===== config.mk =====
export PLATFORM = sky130hd
export DESIGN_NAME = sync_ram
export DESIGN_NICKNAME = d
export VERILOG_FILES = /design/src/hw/sync_ram.sv
export SDC_FILE = /design/constraint.sdc
export NUM_CORES = 2
export LEC_CHECK = 0
export BUFFER_PORTS_ARGS = -buffer_cell sky130_fd_sc_hd__buf_2
export CAP_MARGIN = 15
export CELL_PAD_IN_SITES_DETAIL_PLACEMENT = 0
export CELL_PAD_IN_SITES_GLOBAL_PLACEMENT = 1
export CORE_ASPECT_RATIO = 0.8
export CORE_UTILIZATION = 35
export CTS_BUF_LIST = sky130_fd_sc_hd__clkbuf_8
export DETAILED_ROUTE_END_ITERATION = 7
export GPL_ROUTABILITY_DRIVEN = 1
export HOLD_SLACK_MARGIN = 0.02
export PLACE_DENSITY = 0.6
export SYNTH_ARGS = -nofsm -noshare
export SYNTH_HDL_FRONTEND = slang
export SYNTH_SLANG_ARGS = --single-unit

===== constraint.sdc =====
create_clock -name clk -period 3.5 [get_ports clk]
set_input_delay 0.175 -clock clk [delete_from_list [all_inputs] [get_ports clk]]
set_output_delay 0.175 -clock clk [all_outputs]
set_load 0.05 [all_outputs]

===== src/hw/sync_ram.sv =====
////////////////////////////////////////
// simple dual port block ram
// one write port, registered read port
// word type set per instance
////////////////////////////////////////
`timescale 1ns/1ps

module sync_ram #(
    parameter type word_type = logic [15:0],
    parameter int  ADDR_W    = 8
) (
    input  logic              clk,
    input  logic              wr_en_i,
    input  logic [ADDR_W-1:0] wr_addr_i,
    input  word_type          wr_data_i,
    input  logic              rd_en_i,
    input  logic [ADDR_W-1:0] rd_addr_i,
    output word_type          rd_data_o     // one cycle after rd_en_i, held otherwise
);

    word_type mem [2**ADDR_W];

    always_ff @(posedge clk) begin
        if (wr_en_i) begin
            mem[wr_addr_i] <= wr_data_i;
        end
        if (rd_en_i) begin
            rd_data_o <= mem[rd_addr_i];    // read before write on a collision
        end
    end

endmodule


==> metrics.md <==
| Metric | Value |
|---|---|
| Top cells by area, synth | `edfxtp_1 78%, mux4_2 11%, mux2i_1 3.6%, o221ai_1 1.4%, nor2_1 0.72%` |
| Pwr dens | `529.1 nW/um2` |
| WS Path Type | `reg2reg` |
| Placed Area | `172,100 um2` |
| Sequential share of the synthesized area | `77.72%` |
| Reg clk slew, reported paths | `60 ps` |
| Slew Limit Headroom | `6.493%` |
| Clock network fraction of total power | `38.1%` |
| Yosys top cell area share | `77.72%` |
| Worst path arrival time | `4320 ps` |
| Via/cell ratio | `5.530` |
| Startpoint of the worst hold path | `wr_data_i[14]` |
| Area Overhead vs Synth | `15.96%` |
| Root Driver | `clkbuf_8` |
| CTS Sinks | `4,112` |
| FF+latch count, synth | `4,112` |
| I/O pin cnt | `51` |
| Outcome | `complete, no violations` |
| Pint | `0.07443 W` |
| Total track usage | `20.19%` |
| CTS H-tree lvls | `6` |
| Commonest cells post-synth | `4,112 x edfxtp_1, 797 x mux4_2, 565 x mux2i_1` |
| Syn_nets | `7,395` |
| Post-synth ARST share | `0%` |
| Cells on Worst Hold Path | `2` |
| Switching share of power | `23.64%` |
| Antenna Violating Nets Remaining | `0` |
| CP endpoint kind | `register` |
| Count leader, synth | `edfxtp_1` |
| R2R Setup Slk | `110 ps` |
| Clk buf depth | `4` |
| Largest net degree at the start of global routing | `107` |
| First-pass GRT wire length | `653,200 um` |
| Worst Hold Class | `in2reg` |
| Post-CTS Resized | `0` |
| Final core utilization | `40.91%` |
| Gr ovfl total | `0` |
| Layout cells sized above 1 | `29.72%` |
| Worst-path fanout max | `1` |
| Die Span X | `755.3 um` |
| Mean Syn Cell Area | `21.59 um2` |
| DRT iter0 DRCs | `11,290` |
| Placement Rows | `220` |
| Clk Latency, worst-skew pair | `1290 ps` |
| Psw | `0.02304 W` |
| Fin crit period | `3389 ps` |
| Die Y | `604.6 um` |
| IO buf count | `50` |
| Postcts setup bufs | `0` |
| Post-Route WL | `472,500 um` |
| Worst r2r path cells | `6` |
| Dpl hpwl | `292,700 um` |
| EDFF count, synth | `4,112` |
| Netlist Area Pre-Place | `158,900 um2` |
| Worst R2R Start | `mem[59][13]` |
| Final Hold Fails | `0` |
| Routed length per instance | `31.52 um` |
| Cells after Synth | `7,360` |
| CTS tree | `yes` |
| Final GP Congestion | `0.8617` |
| Worst-margin pin slew | `1403 ps` |
| Cts bufs inserted | `638` |
| Initial core utilization | `35.28%` |
| Primary FF master, synth | `edfxtp_1` |
| Total core area | `450,300 um2` |
| CP Launch Type | `register` |
| Peak supply drop | `397.1 uV` |
| Final instance area | `184,200 um2` |
| Comb pwr share | `6.1%` |
| Synth unique cells | `51` |
| Vias | `82,890` |
| Vias in the first global route | `82,550` |
| Drc violations | `0` |
| DIE AREA | `456,600 um2` |
| CP required | `4430 ps` |
| Final worst-path cycle share | `96.83%` |
| RSZ-0062 raised after global routing | `no` |
| Antenna violations before repair | `46` |
| Max Cap Viol | `0` |
| Cell taking the most area after synthesis | `edfxtp_1` |
| Yosys Warn Count | `0` |
| Hold-fix buffers, CTS | `62` |
| Pleak | `59.31 nW` |
| Fmax | `295.1 MHz` |
| Reg2reg end | `rd_data_o[13]` |
| First-pass DRT Iterations | `6` |
| Final setup viols | `0` |
| Worst Skew | `101.2 ps` |
| Worst Hold Path EP | `mem[64][14]` |
| Flop pwr share | `55.8%` |
| # nets final | `8,526` |
| Max-slew violation count | `0` |
[layer usage]
layer | wire length [um] | GRT usage, %
met1 | 205700 | 29.79
met2 | 211000 | 30.45
met3 | 43740 | 4.397
met4 | 11980 | 5.150
met5 | 62 | 0
[flip-flops by register name, indices dropped and copies added (netlist names)]
register / cells
rd_data_o: 16
mem: 4096
[placed cells by master (no fill, tap or decap), types with 9 or more instances in the layout]
| master | netlist | routed |
|---|---|---|
| o221ai_1 | 252 | 252 |
| inv_6 | 0 | 22 |
| nor3_1 | 92 | 90 |
| nor2_2 | 0 | 97 |
| nor2b_1 | 9 | 9 |
| buf_2 | 76 | 29 |
| and3_1 | 11 | 11 |
| edfxtp_1 | 4112 | 4112 |
| clkinvlp_4 | 0 | 23 |
| o22ai_1 | 148 | 148 |
| mux4_2 | 797 | 797 |
| nand3_2 | 0 | 9 |
| diode_2 | 0 | 17 |
| bufinv_16 | 0 | 11 |
| nor2_1 | 304 | 206 |
| clkbuf_8 | 0 | 646 |
| nand4_1 | 26 | 26 |
| nand2_1 | 38 | 37 |
| a211oi_1 | 18 | 18 |
| o21ai_0 | 37 | 37 |
| mux2_2 | 88 | 88 |
| o31ai_1 | 16 | 16 |
| a221oi_1 | 28 | 28 |
| inv_1 | 3 | 197 |
| clkinv_1 | 0 | 161 |
| a22o_1 | 32 | 32 |
| buf_12 | 5 | 113 |
| clkinv_2 | 0 | 59 |
| a21oi_1 | 175 | 175 |
| nor4_1 | 17 | 17 |
| o32ai_1 | 20 | 20 |
| a22oi_1 | 43 | 43 |
| mux2i_1 | 565 | 565 |
| nand3_1 | 35 | 26 |
| buf_4 | 26 | 722 |
| dlygate4sd3_1 | 0 | 55 |
| buf_8 | 11 | 17 |
[power by group through the flow]
stage               combinational [W]  sequential (W)  clock [W]
detailed placement            0.00581          0.0554          0
floorplan                     0.00268          0.0555          0
global route                  0.00615          0.0544     0.0399
global placement              0.00574          0.0554          0
CTS                           0.00593          0.0544     0.0379
finish                        0.00592          0.0544     0.0372
[through the flow]
step	hold WS, ps	setup TNS [ps]	setup WS, ps	power, W	std cells
final	116.4	0	111.0	0.09747	14990
after global routing	95.65	0	62.38	0.1004	14970
after CTS	27.47	0	122.3	0.09826	14970
after detailed placement	591.3	-3257	-601.6	0.06125	13780
after global placement	589.8	-3552	-627.2	0.06117	13780
after floorplan	273.9	0	1076	0.05814	7360
[worst max-delay path, cell delays in order, from the launching register on]
cell      delay [ps]
edfxtp_1         360
mux4_2           500
mux4_2           520
a22o_1           490
o32ai_1          900
buf_4            250
nor4_1            50
[cell type report]
class                   count  area (um2)
clock inverters           483        2501
inverters                   4       27.53
repair buffers            943        8782
clock buffers             644        8864
multi-input cells        2792       33040
fillers                 39870      266100
flip-flops and latches   4112      123500
diodes                     17       42.54
well taps                5994        7500
[logic make-up (layout without fill, tap and decap cells)]
kind of cell / count (synthesis) / count (layout) / share of synthesized area [%]
flip-flops: 4112 / 4112 / 77.72
multiplexers: 1450 / 1450 / 15.48
AO/OA/AOI/OAI: 786 / 786 / 3.534
buffers and inverters: 456 / 2074 / 1.692
AND/OR/NAND/NOR: 556 / 556 / 1.573
other: 0 / 17 / 0
[worst max-delay path by stage]
stage	startpoint	end	cells past startpoint
2_1_floorplan	rd_addr_i[0]	rd_data_o[4]	8
3_3_place_gp	rd_addr_i[0]	rd_data_o[13]	11
3_5_place_dp	rd_addr_i[0]	rd_data_o[13]	11
4_1_cts	mem[133][13]	rd_data_o[13]	8
5_1_grt	mem[59][13]	rd_data_o[13]	6
6_report	mem[59][13]	rd_data_o[13]	6
No activity file was read; power rests on OpenSTA's default activity.
