## config.mk

```make
export PLATFORM = sky130hd
export DESIGN_NAME = bus_regs_flat
export DESIGN_NICKNAME = d
export VERILOG_FILES = /design/src/hw/vc_pkg.sv /design/src/hw/video_ifs.sv /design/src/hw/bus_regs.sv /design/src/flat_wrapper.sv
export SDC_FILE = /design/constraint.sdc
export NUM_CORES = 1
export LEC_CHECK = 0
export BUFFER_PORTS_ARGS = -buffer_cell sky130_fd_sc_hd__buf_2
export CAP_MARGIN = 5
export CORE_ASPECT_RATIO = 0.6
export CORE_UTILIZATION = 45
export CTS_CLUSTER_DIAMETER = 50
export DETAILED_ROUTE_END_ITERATION = 8
export GPL_TIMING_DRIVEN = 0
export PLACE_DENSITY = 0.78
export SETUP_SLACK_MARGIN = 0.2
export SLEW_MARGIN = 0
export SYNTH_ARGS = -nofsm -noshare
export SYNTH_HDL_FRONTEND = slang
export SYNTH_SLANG_ARGS = --single-unit
```

## constraint.sdc

```tcl
create_clock -name clk -period 2.3 [get_ports clk]
set_input_delay 0.46 -clock clk [delete_from_list [all_inputs] [get_ports clk]]
set_output_delay 0.46 -clock clk [all_outputs]
set_load 0.03 [all_outputs]
```

## src/hw/vc_pkg.sv

```systemverilog
////////////////////////////////////////
// shared constants and types for the video controller
// register numbers, XR map, display timing, memory sizes
// import inside module bodies, scoped names in port lists
////////////////////////////////////////

package vc_pkg;

    typedef logic [15:0] word_t;            // bus, vram and xr word
    typedef logic [11:0] color_t;           // rgb444
    typedef logic [3:0]  intr_t;            // one bit per interrupt source

    // cpu bus register numbers
    localparam logic [3:0] REG_XR_ADDR   = 4'h0;
    localparam logic [3:0] REG_XR_DATA   = 4'h1;
    localparam logic [3:0] REG_VRAM_ADDR = 4'h2;
    localparam logic [3:0] REG_VRAM_DATA = 4'h3;
    localparam logic [3:0] REG_INTR      = 4'h4;

    // xr space, bit 15 picks registers or memory
    localparam word_t XR_VID_CTRL   = 16'h0000;   // border index 11:8, soft intr 3:1
    localparam word_t XR_DISP_START = 16'h0001;   // word address of line 0
    localparam word_t XR_LINE_LEN   = 16'h0002;   // words per line
    localparam word_t XR_COLOR_MEM  = 16'h8000;   // palette, bits 13:12 zero

    // tiny display, sync active high
    localparam int H_VISIBLE = 32;
    localparam int H_FRONT   = 4;
    localparam int H_SYNC    = 4;
    localparam int H_BACK    = 4;
    localparam int H_TOTAL   = H_VISIBLE + H_FRONT + H_SYNC + H_BACK;
    localparam int V_VISIBLE = 8;
    localparam int V_FRONT   = 1;
    localparam int V_SYNC    = 2;
    localparam int V_BACK    = 1;
    localparam int V_TOTAL   = V_VISIBLE + V_FRONT + V_SYNC + V_BACK;
    localparam int COUNT_W   = 11;

    localparam int VGEN_DELAY = 6;          // sync delay through the pixel path

    localparam int VRAM_AW = 12;            // 4096 words
    localparam int PAL_AW  = 4;             // 16 colours

endpackage

```

## src/hw/video_ifs.sv

```systemverilog
////////////////////////////////////////
// bundles between the bus registers and the top level
// vram_port_if carries held vram requests and grant
// xr_port_if carries xr write strobes and read-back
////////////////////////////////////////
`timescale 1ns/1ps

interface vram_port_if;
    import vc_pkg::*;

    logic  sel;         // held until gnt
    logic  wr;
    word_t addr;
    word_t wdata;
    logic  gnt;         // access happens this cycle
    word_t rdata;       // valid cycle after a read grant

    modport requester (output sel, wr, addr, wdata, input gnt, rdata);
    modport arbiter (input sel, wr, addr, wdata, output gnt, rdata);
endinterface

interface xr_port_if;
    import vc_pkg::*;

    logic  wr;          // one cycle strobe
    word_t addr;
    word_t wdata;
    word_t rdata;       // combinational read-back at addr

    modport host (output wr, addr, wdata, input rdata);
    modport target (input wr, addr, wdata, output rdata);
endinterface

```

## src/hw/bus_regs.sv

```systemverilog
////////////////////////////////////////
// cpu byte bus register file
// even byte latched, odd byte commits the word
// sequences vram accesses and xr writes, holds intr mask
////////////////////////////////////////
`timescale 1ns/1ps

module bus_regs (
    input  logic                clk,
    input  logic                reset_i,
    input  logic                bus_cs_n_i,     // low one cycle per byte
    input  logic                bus_rd_nwr_i,   // 1 read, 0 write
    input  logic [3:0]          bus_reg_num_i,
    input  logic                bus_bytesel_i,  // 0 even/high, 1 odd/low
    input  logic [7:0]          bus_data_i,
    output logic [7:0]          bus_data_o,
    vram_port_if.requester      vram,
    xr_port_if.host             xr,
    input  vc_pkg::intr_t       intr_status_i,
    output vc_pkg::intr_t       intr_mask_o,
    output vc_pkg::intr_t       intr_clear_o    // one cycle strobe
);
    import vc_pkg::*;

    typedef enum logic [1:0] {
        ST_IDLE,
        ST_READ,
        ST_WRITE
    } vram_state_t;

    vram_state_t state;         // pending vram access
    logic [7:0]  even_byte;     // high byte waiting for its odd byte
    word_t       xr_addr;
    word_t       vram_addr;
    word_t       wr_word;       // last committed word
    word_t       rd_word;       // prefetched vram word
    word_t       reg_word;      // read mux before byte select
    logic        rd_load;
    logic        bus_wr;
    logic        commit;

    assign bus_wr = !bus_cs_n_i && !bus_rd_nwr_i;
    assign commit = bus_wr && bus_bytesel_i;

    // request fields come straight from held state
    assign vram.sel   = (state != ST_IDLE);
    assign vram.wr    = (state == ST_WRITE);
    assign vram.addr  = vram_addr;
    assign vram.wdata = wr_word;
    assign xr.addr    = xr_addr;
    assign xr.wdata   = wr_word;

    always_ff @(posedge clk) begin
        if (reset_i) begin
            state        <= ST_IDLE;
            xr.wr        <= 1'b0;
            xr_addr      <= '0;
            vram_addr    <= '0;
            rd_load      <= 1'b0;
            intr_mask_o  <= '0;
            intr_clear_o <= '0;
        end else begin
            xr.wr        <= 1'b0;
            intr_clear_o <= '0;
            rd_load      <= vram.gnt && !vram.wr;   // data arrives next cycle
            if (xr.wr) begin
                xr_addr <= xr_addr + 1'b1;          // step after the write went out
            end
            case (state)
                ST_WRITE: begin
                    if (vram.gnt) begin
                        vram_addr <= vram_addr + 1'b1;
                        state     <= ST_READ;       // prefetch the next word
                    end
                end
                ST_READ: begin
                    if (vram.gnt) begin
                        state <= ST_IDLE;
                    end
                end
                default: ;
            endcase
            // mask byte acts alone
            if (bus_wr && !bus_bytesel_i && bus_reg_num_i == REG_INTR) begin
                intr_mask_o <= bus_data_i[3:0];
            end
            if (commit) begin
                case (bus_reg_num_i)
                    REG_XR_ADDR: xr_addr <= {even_byte, bus_data_i};
                    REG_XR_DATA: xr.wr <= 1'b1;
                    REG_VRAM_ADDR: begin
                        vram_addr <= {even_byte, bus_data_i};
                        state     <= ST_READ;
                    end
                    REG_VRAM_DATA: state <= ST_WRITE;
                    REG_INTR: intr_clear_o <= bus_data_i[3:0];
                    default: ;
                endcase
            end
        end
    end

    always_ff @(posedge clk) begin
        if (bus_wr && !bus_bytesel_i) begin
            even_byte <= bus_data_i;
        end
        if (commit) begin
            wr_word <= {even_byte, bus_data_i};
        end
        if (rd_load) begin
            rd_word <= vram.rdata;
        end
    end

    always_comb begin
        case (bus_reg_num_i)
            REG_XR_ADDR:   reg_word = xr_addr;
            REG_XR_DATA:   reg_word = xr.rdata;
            REG_VRAM_ADDR: reg_word = vram_addr;
            REG_VRAM_DATA: reg_word = rd_word;
            REG_INTR:      reg_word = {4'h0, intr_mask_o, 4'h0, intr_status_i};
            default:       reg_word = '0;
        endcase
    end

    assign bus_data_o = bus_bytesel_i ? reg_word[7:0] : reg_word[15:8];

endmodule

```

## src/flat_wrapper.sv

```systemverilog
// flat-port wrapper written by rule: the top's interface ports become plain ports
module bus_regs_flat import vc_pkg::*;
  (clk, reset_i, bus_cs_n_i, bus_rd_nwr_i, bus_reg_num_i, bus_bytesel_i, bus_data_i, bus_data_o, intr_status_i, intr_mask_o, intr_clear_o, vram_sel, vram_wr, vram_addr, vram_wdata, vram_gnt, vram_rdata, xr_wr, xr_addr, xr_wdata, xr_rdata);
  vram_port_if vram_i ();
  xr_port_if xr_i ();
  input  logic clk;
  input  logic reset_i;
  input  logic bus_cs_n_i;
  input  logic bus_rd_nwr_i;
  input  logic [3:0] bus_reg_num_i;
  input  logic bus_bytesel_i;
  input  logic [7:0] bus_data_i;
  output logic [7:0] bus_data_o;
  input  vc_pkg::intr_t intr_status_i;
  output vc_pkg::intr_t intr_mask_o;
  output vc_pkg::intr_t intr_clear_o;
  output wire logic [$bits(vram_i.sel)-1:0] vram_sel;
  output wire logic [$bits(vram_i.wr)-1:0] vram_wr;
  output wire logic [$bits(vram_i.addr)-1:0] vram_addr;
  output wire logic [$bits(vram_i.wdata)-1:0] vram_wdata;
  input wire logic [$bits(vram_i.gnt)-1:0] vram_gnt;
  input wire logic [$bits(vram_i.rdata)-1:0] vram_rdata;
  output wire logic [$bits(xr_i.wr)-1:0] xr_wr;
  output wire logic [$bits(xr_i.addr)-1:0] xr_addr;
  output wire logic [$bits(xr_i.wdata)-1:0] xr_wdata;
  input wire logic [$bits(xr_i.rdata)-1:0] xr_rdata;
  assign vram_sel = vram_i.sel;
  assign vram_wr = vram_i.wr;
  assign vram_addr = vram_i.addr;
  assign vram_wdata = vram_i.wdata;
  assign vram_i.gnt = vram_gnt;
  assign vram_i.rdata = vram_rdata;
  assign xr_wr = xr_i.wr;
  assign xr_addr = xr_i.addr;
  assign xr_wdata = xr_i.wdata;
  assign xr_i.rdata = xr_rdata;
  bus_regs u_core (.clk(clk), .reset_i(reset_i), .bus_cs_n_i(bus_cs_n_i), .bus_rd_nwr_i(bus_rd_nwr_i), .bus_reg_num_i(bus_reg_num_i), .bus_bytesel_i(bus_bytesel_i), .bus_data_i(bus_data_i), .bus_data_o(bus_data_o), .vram(vram_i), .xr(xr_i), .intr_status_i(intr_status_i), .intr_mask_o(intr_mask_o), .intr_clear_o(intr_clear_o));
endmodule
```

==> flow_summary.yaml <==
status:
  status: "finished, final reports clean"
setup_path:
  crit_path_end_kind: "output pin"
  crit_chain: "buf_12 > or3b_4 > a2bb2oi_2 > a221o_1 > a31oi_4 > buf_6"
  critPathTopFamily: "compound AO/OA/AOI/OAI gates"
  cpMaxStageDelayCell: "or3b_4"
  worst-path-buf-inv: 2
  worstPathMaxFanout: 5
  max_stage_delay_ns: 0.43
  worstPathArrival_ns: 1.82
  cp.required_ns: 1.84
  r2r_setup_slack_ns: 0.40
  crit_type: "in -> out"
  start_kind: "primary input"
die:
  dieWidth_um: 129.4
  die_y_um: 78.47
  row_count: 27
  core_um2: 9324
  die_area_um2: 10160
  start_util_pct: 47.03
  ioPinCount: 137
layout:
  layout_commonest_cell: "buf_2"
  layout_common_cells: "130 x buf_2, 48 x nor2_1, 43 x dfxtp_1, 40 x edfxtp_1, 32 x buf_4"
  nNetsFinal: 617
  syn_to_final_growth_pct: 35.58
  fin_area_um2: 5946
  nFillCells: 740
  final_cells: 693
  n_antenna_cell: 0
  drive_above_1_share_pct: 47.07
power:
  p_leak_nw: 2.305
  p_per_area_nw_per_um2: 601.1
  ir_drop_v: 0.0003492
grt:
  overflow: 0
  grt_pass1_vias: 3629
  track_usage_pct: 27.89
  grt_max_degree: 19
  grt_pass1_wl_mm: 20.53
  antenna_found_initial: 0
synthesis:
  syn_area_um2: 4385
  synth_nets: 464
  synth_seq_area_share_pct: 47.48
  synth_warnings: 0
  synthCells: 405
  synth.distinct_cells: 54
  synth_seq_cells: 84
  syn_area_per_cell_um2: 10.83
drt:
  vias: 3943
  wl_mm: 13.70
  first_pass_iters: 5
  drt_iter0_markers: 350
  drtAntennaViolNets: 0
  remaining_drc_errors: 0
  wl_per_cell_um: 19.77
  via_per_inst: 5.690
clock_tree:
  cts_buffers: 9
  cts.path.max_buffers: 2
  clockRootBuffer: "clkbuf_16"
  insertion_delay_ns: 0.35
  ctsHoldBuffers: 0
  clk_pin_slew_ns: 0.06
  clock-sinks: 84
  cts_tree: "done"
  cts_max_level: 3
sta:
  fin_crit_ns: 2.282
  skew_ns: 0.005844
  maxSlewViolCount: 0
  setup_viol: 0
  maxClockFrequency_mhz: 438.2
  fin_setup_tns_ns: 0
  tightest_slew_ns: 0.7890
  rsz0062_at_grt: "yes"
  fin_crit_sh_pct: 99.21
  max_slew_margin_pct: 47.40
  finalHoldViolCount: 0
flow_run:
  max_cap_viol_count: 0
min_path:
  hp-class: "in -> reg"
placed_design:
  io_buffer_count: 132
  place.gp.congestion: 0.9054
  place_hpwl_mm: 10.05
  place_area_um2: 5290
  dp.cells: 667
==> through the flow <==
stage	util, %	setup slack (ns)	power (mW)	hold WS (ns)
after global routing	63.77	0.005790	3.675	0.2739
after global placement	56.74	-0.1824	1.995	0.4936
after CTS	62.76	0.03692	3.563	0.2793
after detailed placement	56.74	-0.2157	2.003	0.5020
final	63.77	0.01815	3.574	0.2854
after floorplan	-	0.09824	1.864	0.4513
==> state kept, by name (all words and copies together), names as in the netlist <==
register and count:
u_core.rd_word 16, u_core.vram.addr 16, u_core.vram.wdata 16, u_core.xr.addr 16
u_core.even_byte 8, u_core.intr_clear_o 4, u_core.intr_mask_o 4, u_core.state 2
u_core.rd_load 1, u_core.xr.wr 1
==> final timing paths <==
kind | end | cells past startpoint | start
max | bus_data_o[2] | 6 | bus_reg_num_i[3]
max reg2reg | u_core.vram.addr[10] | 7 | u_core.state[0]
min | u_core.rd_word[7] | 1 | vram_rdata[7]
min reg2reg | u_core.vram.wdata[10] | 0 | u_core.even_byte[2]
==> report_power, final <==
group          switching, mW  total, mW  internal, mW
registers             0.0353       1.64          1.60
clock network          0.589       1.54         0.948
logic                  0.232      0.397         0.166
==> metal layers <==
layer  routed length, µm  vias up  track usage [%]
met4                 170        0            7.791
met3                1370       18            7.907
met2                5687      229            39.09
li1                    -     1798                -
met1                6476     1898            41.27
met5                   0        -                0
==> synthesized netlist by cell type (all sizes together) <==
library cell | count | share of area (%)
nand2 | 17 | 1.6
nand2b | 3 | 0.43
xnor2 | 22 | 4.4
nor4 | 10 | 2.3
a31oi | 2 | 0.29
a21boi | 3 | 0.51
inv | 7 | 0.60
a221oi | 7 | 1.4
or3b | 2 | 0.51
nor2b | 2 | 0.29
nor3b | 2 | 0.34
or3 | 3 | 0.43
nand3 | 10 | 1.1
nand3b | 1 | 0.17
nor3 | 8 | 0.91
edfxtp | 40 | 27
and3b | 1 | 0.20
ha | 5 | 1.4
and2 | 4 | 0.57
a211oi | 33 | 9.1
o2bb2ai | 1 | 0.20
xor2 | 7 | 1.4
mux2i | 18 | 4.1
and4 | 1 | 0.20
nor2 | 50 | 4.3
nor4b | 2 | 0.68
o211ai | 3 | 0.51
mux2 | 1 | 0.26
o21ai | 5 | 0.57
a22oi | 4 | 0.68
a32oi | 3 | 0.60
buf | 33 | 4.9
nand4 | 13 | 2.3
a2bb2oi | 1 | 0.20
dfxtp | 44 | 20
o21bai | 4 | 0.68
a21oi | 16 | 1.8
and3 | 1 | 0.14
or2 | 2 | 0.29
a311oi | 1 | 0.34
a221o | 1 | 0.23
clkbuf | 9 | 0.77
o32a | 3 | 0.68
==> logic make-up after synthesis <==
| logic type | count (synthesis) | synth area share, % |
|---|---|---|
| flops | 84 | 47.47 |
| simple gates | 132 | 16.83 |
| xor+xnor | 29 | 5.792 |
| buf+inv | 49 | 6.305 |
| fa+ha+maj | 5 | 1.427 |
| compound gates | 87 | 17.80 |
| mux | 19 | 4.365 |
==> final cells by class <==
| class | count | area, µm² | share of cell area (%) |
|---|---|---|---|
| Multi-Input combinational cell | 272 | 2250 | 37.84 |
| Sequential cell | 84 | 2083 | 35.04 |
| Timing Repair Buffer | 142 | 805.8 | 13.55 |
| Buffer | 42 | 307.8 | 5.177 |
| Clock buffer | 11 | 232.7 | 3.914 |
| Tap cell | 130 | 162.7 | 2.736 |
| Clock inverter | 5 | 77.57 | 1.305 |
| Inverter | 7 | 26.28 | 0.4419 |
==> what timing repair did <==
item / CTS / global route
gates cloned: 0 / 1
resized for setup: 49 / 10
setup endpoints to repair: 12 / 8
buffers inserted: 5 / 4
endpoints found under the hold margin: 0 / 0
pin swaps: 4 / 2
Power figures use the tool's default switching activity.
