==> src/hw/vc_pkg.sv <==
////////////////////////////////////////
// shared constants and types for the video controller
// register numbers, XR map, display timing, memory sizes
// import inside module bodies, scoped names in port lists
////////////////////////////////////////

package vc_pkg;

    typedef logic [15:0] word_t;            // bus, vram and xr word
    typedef logic [11:0] color_t;           // rgb444
    typedef logic [3:0]  intr_t;            // one bit per interrupt source

    // cpu bus register numbers
    localparam logic [3:0] REG_XR_ADDR   = 4'h0;
    localparam logic [3:0] REG_XR_DATA   = 4'h1;
    localparam logic [3:0] REG_VRAM_ADDR = 4'h2;
    localparam logic [3:0] REG_VRAM_DATA = 4'h3;
    localparam logic [3:0] REG_INTR      = 4'h4;

    // xr space, bit 15 picks registers or memory
    localparam word_t XR_VID_CTRL   = 16'h0000;   // border index 11:8, soft intr 3:1
    localparam word_t XR_DISP_START = 16'h0001;   // word address of line 0
    localparam word_t XR_LINE_LEN   = 16'h0002;   // words per line
    localparam word_t XR_COLOR_MEM  = 16'h8000;   // palette, bits 13:12 zero

    // tiny display, sync active high
    localparam int H_VISIBLE = 32;
    localparam int H_FRONT   = 4;
    localparam int H_SYNC    = 4;
    localparam int H_BACK    = 4;
    localparam int H_TOTAL   = H_VISIBLE + H_FRONT + H_SYNC + H_BACK;
    localparam int V_VISIBLE = 8;
    localparam int V_FRONT   = 1;
    localparam int V_SYNC    = 2;
    localparam int V_BACK    = 1;
    localparam int V_TOTAL   = V_VISIBLE + V_FRONT + V_SYNC + V_BACK;
    localparam int COUNT_W   = 11;

    localparam int VGEN_DELAY = 6;          // sync delay through the pixel path

    localparam int VRAM_AW = 12;            // 4096 words
    localparam int PAL_AW  = 4;             // 16 colours

endpackage

==> src/hw/video_gen.sv <==
////////////////////////////////////////
// pixel fetcher with its xr video registers
// one vram word per 4 pixels, fetched a group ahead
// colour index leads the syncs by one cycle for the palette
////////////////////////////////////////
`timescale 1ns/1ps

module video_gen (
    input  logic                        clk,
    input  logic                        reset_i,
    input  logic                        xr_wr_i,
    input  vc_pkg::word_t               xr_addr_i,
    input  vc_pkg::word_t               xr_wdata_i,
    output vc_pkg::word_t               xr_rdata_o,
    output logic                        vram_sel_o,
    output logic [vc_pkg::VRAM_AW-1:0]  vram_addr_o,
    input  vc_pkg::word_t               vram_data_i,
    output logic [3:0]                  color_index_o,
    output logic                        hsync_o,
    output logic                        vsync_o,
    output logic                        dv_de_o,
    output vc_pkg::intr_t               intr_signal_o
);
    import vc_pkg::*;

    logic [COUNT_W-1:0]    h_count;
    logic [COUNT_W-1:0]    v_count;
    logic                  hsync;
    logic                  vsync;
    logic                  de;
    logic                  vblank_start;
    word_t                 disp_start;
    word_t                 line_len;
    logic [3:0]            border_index;
    logic [VRAM_AW-1:0]    line_base;       // start of the line being fetched
    logic [VRAM_AW-1:0]    word_addr;
    logic [VRAM_AW-1:0]    next_base;
    word_t                 next_word;       // fetched word waiting for its group
    word_t                 pix_shift;       // msb nibble goes out first
    logic [VGEN_DELAY-1:0] hs_dly;
    logic [VGEN_DELAY-1:0] vs_dly;
    logic [VGEN_DELAY-1:0] de_dly;
    logic                  vid_ctrl_wr;

    video_timing timing_i (
        .clk            (clk),
        .reset_i        (reset_i),
        .h_count_o      (h_count),
        .v_count_o      (v_count),
        .hsync_o        (hsync),
        .vsync_o        (vsync),
        .de_o           (de),
        .vblank_start_o (vblank_start)
    );

    assign vid_ctrl_wr = xr_wr_i && (xr_addr_i == XR_VID_CTRL);

    always_ff @(posedge clk) begin
        if (reset_i) begin
            disp_start   <= '0;
            line_len     <= '0;
            border_index <= '0;
        end else if (xr_wr_i) begin
            case (xr_addr_i)
                XR_VID_CTRL:   border_index <= xr_wdata_i[11:8];
                XR_DISP_START: disp_start <= xr_wdata_i;
                XR_LINE_LEN:   line_len <= xr_wdata_i;
                default: ;
            endcase
        end
    end

    always_comb begin
        case (xr_addr_i)
            XR_VID_CTRL:   xr_rdata_o = {4'h0, border_index, 8'h00};
            XR_DISP_START: xr_rdata_o = disp_start;
            XR_LINE_LEN:   xr_rdata_o = line_len;
            default:       xr_rdata_o = '0;
        endcase
    end

    // last cycle of each group, groups 0-7 of the next line, first one in back porch
    assign vram_sel_o  = (h_count[1:0] == 2'd3) &&
                         (h_count < COUNT_W'(H_VISIBLE - 4) || h_count == COUNT_W'(H_TOTAL - 1));
    assign vram_addr_o = word_addr;
    assign next_base   = (v_count == COUNT_W'(V_TOTAL - 1)) ? disp_start[VRAM_AW-1:0]
                                                            : line_base + line_len[VRAM_AW-1:0];

    always_ff @(posedge clk) begin
        if (reset_i) begin
            line_base <= '0;
            word_addr <= '0;
        end else if (h_count == COUNT_W'(H_VISIBLE)) begin
            line_base <= next_base;     // fetches for this line are done
            word_addr <= next_base;
        end else if (vram_sel_o) begin
            word_addr <= word_addr + 1'b1;
        end
    end

    // word lands a cycle after its fetch, moves to the shifter a group later
    always_ff @(posedge clk) begin
        if (h_count[1:0] == 2'd0) begin
            next_word <= vram_data_i;
            pix_shift <= next_word;
        end else begin
            pix_shift <= pix_shift << 4;
        end
    end

    always_ff @(posedge clk) begin
        if (reset_i) begin
            hs_dly <= '0;
            vs_dly <= '0;
            de_dly <= '0;
        end else begin
            hs_dly <= {hs_dly[VGEN_DELAY-2:0], hsync};
            vs_dly <= {vs_dly[VGEN_DELAY-2:0], vsync};
            de_dly <= {de_dly[VGEN_DELAY-2:0], de};
        end
    end

    assign hsync_o       = hs_dly[VGEN_DELAY-1];
    assign vsync_o       = vs_dly[VGEN_DELAY-1];
    assign dv_de_o       = de_dly[VGEN_DELAY-1];
    assign color_index_o = de_dly[VGEN_DELAY-2] ? pix_shift[15:12] : border_index;

    // soft bits only while VID_CTRL is being written
    assign intr_signal_o = {vid_ctrl_wr ? xr_wdata_i[3:1] : 3'b000, vblank_start};

endmodule

==> src/hw/video_timing.sv <==
////////////////////////////////////////
// free running display counters
// decodes syncs, display enable and vblank start
////////////////////////////////////////
`timescale 1ns/1ps

module video_timing (
    input  logic                        clk,
    input  logic                        reset_i,
    output logic [vc_pkg::COUNT_W-1:0]  h_count_o,
    output logic [vc_pkg::COUNT_W-1:0]  v_count_o,
    output logic                        hsync_o,
    output logic                        vsync_o,
    output logic                        de_o,
    output logic                        vblank_start_o
);
    import vc_pkg::*;

    logic h_last;
    logic v_last;

    assign h_last = (h_count_o == COUNT_W'(H_TOTAL - 1));
    assign v_last = (v_count_o == COUNT_W'(V_TOTAL - 1));

    always_ff @(posedge clk) begin
        if (reset_i) begin
            h_count_o <= '0;
            v_count_o <= '0;
        end else if (h_last) begin
            h_count_o <= '0;
            v_count_o <= v_last ? '0 : v_count_o + 1'b1;   // line step at wrap
        end else begin
            h_count_o <= h_count_o + 1'b1;
        end
    end

    // visible, front porch, sync, back porch
    assign hsync_o = (h_count_o >= COUNT_W'(H_VISIBLE + H_FRONT)) &&
                     (h_count_o < COUNT_W'(H_VISIBLE + H_FRONT + H_SYNC));
    assign vsync_o = (v_count_o >= COUNT_W'(V_VISIBLE + V_FRONT)) &&
                     (v_count_o < COUNT_W'(V_VISIBLE + V_FRONT + V_SYNC));
    assign de_o    = (h_count_o < COUNT_W'(H_VISIBLE)) && (v_count_o < COUNT_W'(V_VISIBLE));

    // first cycle after the last visible line
    assign vblank_start_o = (h_count_o == '0) && (v_count_o == COUNT_W'(V_VISIBLE));

endmodule

==> config.mk <==
export PLATFORM = sky130hd
export DESIGN_NAME = video_gen
export DESIGN_NICKNAME = d
export VERILOG_FILES = /design/src/hw/vc_pkg.sv /design/src/hw/video_gen.sv /design/src/hw/video_timing.sv
export SDC_FILE = /design/constraint.sdc
export NUM_CORES = 1
export LEC_CHECK = 0
export ABC_AREA = 1
export CAP_MARGIN = 20
export CORE_ASPECT_RATIO = 1.5
export CORE_MARGIN = 5
export CORE_UTILIZATION = 45
export DETAILED_ROUTE_END_ITERATION = 16
export DONT_BUFFER_PORTS = 1
export GPL_TIMING_DRIVEN = 1
export PLACE_DENSITY = 0.57
export SLEW_MARGIN = 0
export SYNTH_ARGS = -nofsm -noshare
export SYNTH_HDL_FRONTEND = slang
export SYNTH_HIERARCHICAL = 1
export SYNTH_SLANG_ARGS = --single-unit
==> constraint.sdc <==
create_clock -name clk -period 3.1 [get_ports clk]
set_input_delay 0.31 -clock clk [delete_from_list [all_inputs] [get_ports clk]]
set_output_delay 0.31 -clock clk [all_outputs]
set_load 0.02 [all_outputs]
==> results of run 1 <==
## repair_timing
action | in CTS | in global routing
hold buffers | 17 | 0
gates resized for setup | 0 | 0
endpoints found under the setup margin | 0 | 0
hold endpoints to repair | 83 | 0
## sequential cells by signal, summed over array words and instances (netlist names)
| register | flops |
|---|---|
| disp_start | 16 |
| line_len | 16 |
| next_word | 16 |
| pix_shift | 16 |
| line_base | 12 |
| vram_addr_o | 12 |
| timing_i/h_count_o | 11 |
| timing_i/v_count_o | 11 |
| de_dly | 6 |
| hs_dly | 6 |
| vs_dly | 6 |
| border_index | 4 |
## layout make-up
type                       count  share of cell area
clock inverter                15             0.01786
inverter                     123             0.06046
timing repair buffer          31             0.03834
multi-input combinational    668              0.4285
clock buffer                  17             0.05571
sequential                   132              0.3670
tap                          196             0.03212
## Yosys cell counts (2+ instances only)
cell type and count:
clkbuf_1 14, nor3_1 4, edfxtp_1 16, nor2_1 106
ha_1 17, buf_2 9, nand2_1 276, dfxtp_1 116
a21oi_1 65, nand3_2 2, nand2_4 2, o21ai_0 44
nand2_2 3, xnor2_1 4, buf_4 4, nor2_4 4
nor4_1 2, nand3b_1 4, buf_6 3, o211ai_1 2
xor2_1 8, nand3_1 52, inv_2 8, nor2_2 9
nor3_2 3, inv_1 115, or2_2 2, a21oi_2 4
clkbuf_4 2, nand4_1 47
## power by group through the flow
stage	sequential [W]	clock (W)	combinational [W]
2_1_floorplan	0.00187	0	0.000122
3_3_place_gp	0.00188	0	0.000124
3_5_place_dp	0.00188	0	0.000126
4_1_cts	0.00184	0.00196	0.000161
5_1_grt	0.00185	0.00204	0.000182
6_report	0.00184	0.00191	0.000158
## how the worst min path moves through the flow
stage,startpoint,endpoint,slack (ps),depth (start not counted)
6_report,xr_wdata_i[10],border_index[2]$_SDFFE_PP0P_,30,2
5_1_grt,xr_wdata_i[10],border_index[2]$_SDFFE_PP0P_,20,2
4_1_cts,xr_wdata_i[11],border_index[3]$_SDFFE_PP0P_,20,2
3_5_place_dp,reset_i,disp_start[2]$_SDFFE_PP0P_,390,1
3_3_place_gp,reset_i,disp_start[5]$_SDFFE_PP0P_,390,1
2_1_floorplan,reset_i,timing_i/v_count_o[4]$_SDFFE_PP0N_,380,1
## worst register-to-register path, stage by stage, from the launching register on
cell and delay, ps:
dfxtp_1 440, inv_1 60, nand2_1 60, nor2_1 60, nand3_1 100, nor2_2 40
buf_4 180, inv_1 600, nand2_2 320, o21ai_0 240, a21oi_1 60
## per-layer routing
layer | part of all wire | routed length (um)
met1 | 0.40 | 7075
met2 | 0.55 | 9773
met3 | 0.042 | 746
met4 | 0.015 | 261
met5 | 0 | 0
## metrics by stage
step	instances	util	hold slack, ps	setup slack, ps	area [um2]
6_report	1182	0.5208	29.20	759.3	7636
2_1_floorplan	958	-	379.1	1279	6750
5_1_grt	1182	0.5208	23.22	578.2	7636
3_5_place_dp	1133	0.4697	390.3	842.2	6887
4_1_cts	1182	0.5208	16.05	716.4	7636
3_3_place_gp	1133	0.4697	388.4	876.0	6887
## cells by family (layout without fill, tap and decap cells)
logic type	after synthesis	after routing	synth area share
XOR/XNOR	12	12	0.01557
adder cells (fa/ha/maj)	18	18	0.03448
AND/OR/NAND/NOR	521	521	0.3446
flip-flops	132	132	0.4152
AO/OA/AOI/OAI	117	117	0.09008
buffers and inverters	158	186	0.1001
==> metrics, run 1 <==
result of the run finished clean; portion of synthesized cell area occupied by the leading cell type 0.3440; first-pass iteration count of the detailed router 5; DRC viols 0; startpoint of the lowest-slack register-to-register path timing_i/h_count_o[7]$_SDFF_PP0_; internal power component roughly 0.0029 W; die span in x around 110 um; dominant synthesized flop cell dfxtp_1; Pwr per Cell Area between 500 and 600 nW/um2; pin count of the biggest net entering global routing 68; antenna violation net count after detailed routing 0; RSZ-0062 raised after global routing no; commonest non-fill, non-tap cell in the layout nand2_1; met3 Resource Use GR 0.04806; Worst Path Arrival ~2000 ps; actual slew at the worst max-slew pin between 700 and 800 ps; estimated wirelength of the detail-placed design roughly 13000 um; crit path cell chain nor2_1 -> nand2_1 -> nor2_4 -> nand3_1 -> nor3_1; gate family responsible for the most delay along the worst path simple AND/OR/NAND/NOR gates; # port buffers 0; Net Sw Power 0.0009923 W; Seq cells post-synth ~130; asr flop ratio synth 0; top achievable clock speed between 0.4 and 0.5 GHz; FP Rows 54; Core Box Area 14660 um2; Slew HR 0.4718; endpoint of the most critical register-to-register path vram_addr_o[11]$_SDFFE_PP0P_; H-tree depth 4; met1 usage in global routing 0.2375; initial standard-cell utilization of the core 0.4604; Storage cell area 2803 um2; fraction of power consumed by sequential logic 0.471; clock-pin slew on the worst setup and hold paths approximately 60 ps; required time of the critical path between 2000 and 3000 ps; MaxCap Viol Count 0; number of inserted filler cells in the final layout ~1500; power consumption between 0.003 and 0.004 W; Synth Instances 958; total length of routed wires between 15000 and 20000 um; synthesized netlist net count between 1000 and 1500; Crit. End Element output port; area of the multi-input gates 3272 um2; clock latency on the worst-skew pair 420 ps; initial antenna violation count 0; fraction of power spent switching nets 0.2540; total routing usage reported by global routing 0.2094; kind of path behind the tightest hold check input pin to register; GRT Max-Usage Layer met2; First DRT Iteration DRCs between 200 and 300; standby leakage power roughly 3.2 nW; final period demand of the worst path 2341 ps; number of warnings reported in the yosys synthesis log 6; r2r setup slk around 840 ps; slowest cell on the critical path nor3_1; vertical die dimension approximately 160 um; final estimated routing congestion in global placement roughly 0.87; commonest cells after routing, fill and taps aside 276 x nand2_1, 116 x dfxtp_1, 115 x inv_1; worst reg-to-reg path cell count 10; critical path class register to output port; vias in the first global route between 5000 and 6000; count of pins over their slew limit 0; count of antenna diodes in the layout 0; critical path depth 5; number of synthesized flops with an enable pin 16; fraction of layout instances using a drive strength above 1 0.08722; cts bufs inserted 17; count of final hold-check violations 0; sum of overflow across all layers after global routing 0; via-per-instance ratio roughly 5.0; Critical Path Source Type register; Die Footprint ~18000 um2; clk sink count about 130; crit path to intr_signal_o[0]; library cell used as clock root buffer clkbuf_16; setup repair bufs after CTS 0; portion of total power attributed to the clock network 0.488; slowest cell delay on critical path between 500 and 600 ps; total I/O pin count 91; setup_tns 0 ps; part of the Yosys area used for sequential elements 0.4152; vias post-DR 5928; largest fanout on the critical path 6; summed instance area of the synthesized netlist 6750 um2; buffers and inverters on the worst path 0; mean instance size in the synthesized netlist just over 7 um2; CTS tree built; Layout Skew 7.484 ps; maximum clock insertion buffer count 2; number of nets in the layout 1042; worst ir drop on vdd approximately 0.34 mV; final setup vio count 0; crit path launch timing_i/h_count_o[9]$_SDFF_PP0_; global-route wire length before repair about 29000 um; fin crit share 0.7551; top area cells in the synthesized netlist dfxtp_1 34%, nand2_1 15%, edfxtp_1 7.1%; distinct cell type count of the synthesized netlist 41; area growth from synthesis to layout 13.12%; average wire per cell in the routed design around 15 um; library cell with the largest summed area after synthesis dfxtp_1; fraction of met2 tracks used by global routing 0.3818; combinational group share of total power 0.041
Note: power is estimated with default switching activity, not from simulation.
==> run 2, diff against run 1 <==
clock period = 2.45 ns   (was 3.1 ns; I/O delays follow)
==> metrics, run 2 (synthesized netlist as in run 1, its figures left out) <==
result of the run finished clean; final setup vio count 0; Die Footprint 17600 um2; FP Rows 54; DRC viols 0; H-tree depth 4; cts bufs inserted 17; commonest cells after routing, fill and taps aside 276 x nand2_1, 116 x dfxtp_1, 115 x inv_1; slowest cell on the critical path nand3_1; top achievable clock speed 0.4876 GHz; # port buffers 0; clock-pin slew on the worst setup and hold paths 60 ps; RSZ-0062 raised after global routing no; count of pins over their slew limit 0; setup repair bufs after CTS 0; critical path class input pin to output port; Worst Path Arrival about 1800 ps; worst hold slack across all endpoints around 36 ps; average wire per cell in the routed design about 15 um; die span in x 110 um; fraction of layout instances using a drive strength above 1 0.09467; final period demand of the worst path slightly above 2000 ps; Core Box Area around 15000 um2; number of nets in the layout 1070; Layout Skew 7.657 ps; Critical Path Source Type input pin; initial antenna violation count 1; vias in the first global route between 5000 and 6000; crit path cell chain nor4_1 -> and2_1 -> buf_4 -> nand3_1 -> nor2_1 -> buf_4; via-per-instance ratio 5.051; commonest non-fill, non-tap cell in the layout nand2_1; CTS tree built; pin count of the biggest net entering global routing slightly below 70; MaxCap Viol Count 0; detailed-routing wirelength on met1 between 7000 and 8000 um; estimated wirelength of the detail-placed design around 13000 um; post-route setup slack around 400 ps; final estimated routing congestion in global placement between 0.9 and 1; summed area of non-filler cells in the final layout between 7000 and 8000 um2; global-route wire length before repair 29550 um; vias post-DR roughly 6100; First DRT Iteration DRCs between 200 and 250; initial standard-cell utilization of the core 0.4604; crit path launch xr_addr_i[8]; first-pass iteration count of the detailed router 5; Crit. End Element output port; required time of the critical path ~2200 ps; clk sink count approximately 130; slowest cell delay on critical path approximately 420 ps; total length of routed wires roughly 18000 um; Pwr per Cell Area between 600 and 700 nW/um2; worst slack at placement between 400 and 500 ps; Placed Instance Area 6967 um2; largest fanout on the critical path 17; count of final hold-check violations 0; detailed-routed wire length on met2 between 9000 and 10000 um; maximum clock insertion buffer count 2; startpoint of the lowest-slack register-to-register path timing_i/v_count_o[7]$_SDFFE_PP0N_; vertical die dimension roughly 160 um; total I/O pin count slightly above 90; highest metal layer with signal wires met4; fin crit share 0.8371; area growth from synthesis to layout 17.29%; sum of overflow across all layers after global routing 0; worst ir drop on vdd about 0.54 mV; antenna violation net count after detailed routing 0; clock latency on the worst-skew pair between 400 and 500 ps; Hold Startpoint xr_wdata_i[9]; standby leakage power approximately 3.4 nW; library cell used as clock root buffer clkbuf_16; actual slew at the worst max-slew pin between 1000 and 1500 ps; total routing usage reported by global routing 0.2169; length of routed met3 wiring 733 um; Slew HR 0.3131; Most common cell on crit path buf_4; Final Util 0.5400; kind of path behind the tightest hold check input pin to register; setup_tns 0 ps
-- run 2: changes by cell type in the layout (fill, tap and decap cells not counted) --
cell,delta
clkinv_4,+1
diode_2,+1
clkinv_8,-1
buf_4,+8
dlygate4sd3_1,+19
clkbuf_8,+1
clkinv_1,-1
inv_6,-1
clkinvlp_4,-1
buf_12,+1
inv_8,+2
-- run 2: critical path: cells and delay by family --
family        cells  cell delay, ps
simple gates      4            1130
buf+inv           2             430
-- run 2: power breakdown --
part / internal [W] / switching [W]
sequential: 0.00228 / 0.0000496
clock: 0.00137 / 0.00110
combinational: 0.0000914 / 0.000151
total: 0.00374 / 0.00130
-- run 2: layout make-up --
class / count / area, um2
fill: 1463 / 6744
sequential: 132 / 2803
timing repair buffer: 59 / 563.0
tap: 196 / 245.2
inverter: 123 / 461.7
antenna: 1 / 2.502
clock inverter: 14 / 131.4
multi-input combinational: 668 / 3272
clock buffer: 18 / 439.2
-- run 2: repair_timing --
action                                  CTS  global route
gates resized for setup                   0             0
hold endpoints to repair                 87             0
endpoints found under the setup margin    0             0
hold buffers                             36             0
-- run 2: routing by layer --
metal,GRT usage,up-vias
met5,0,-
met4,0.1180,0
met3,0.04402,39
met2,0.3876,121
met1,0.2314,2794
li1,-,3163
-- run 2: through the flow --
stage / total power (W) / instances
CTS: 0.005093 / 1210
global placement: 0.002537 / 1142
finish: 0.005041 / 1211
detailed placement: 0.002540 / 1142
floorplan: 0.002521 / 958
global route: 0.005247 / 1211
-- run 2: worst paths after layout --
path / end / slack, ps / cells past startpoint
worst min register to register: de_dly[3]$_SDFF_PP0_ / 400 / 2
worst min-delay path: line_len[9]$_SDFFE_PP0P_ / 40 / 2
worst max-delay path: intr_signal_o[3] / 400 / 6
worst max register to register: line_base[1]$_SDFFE_PP0P_ / 450 / 6
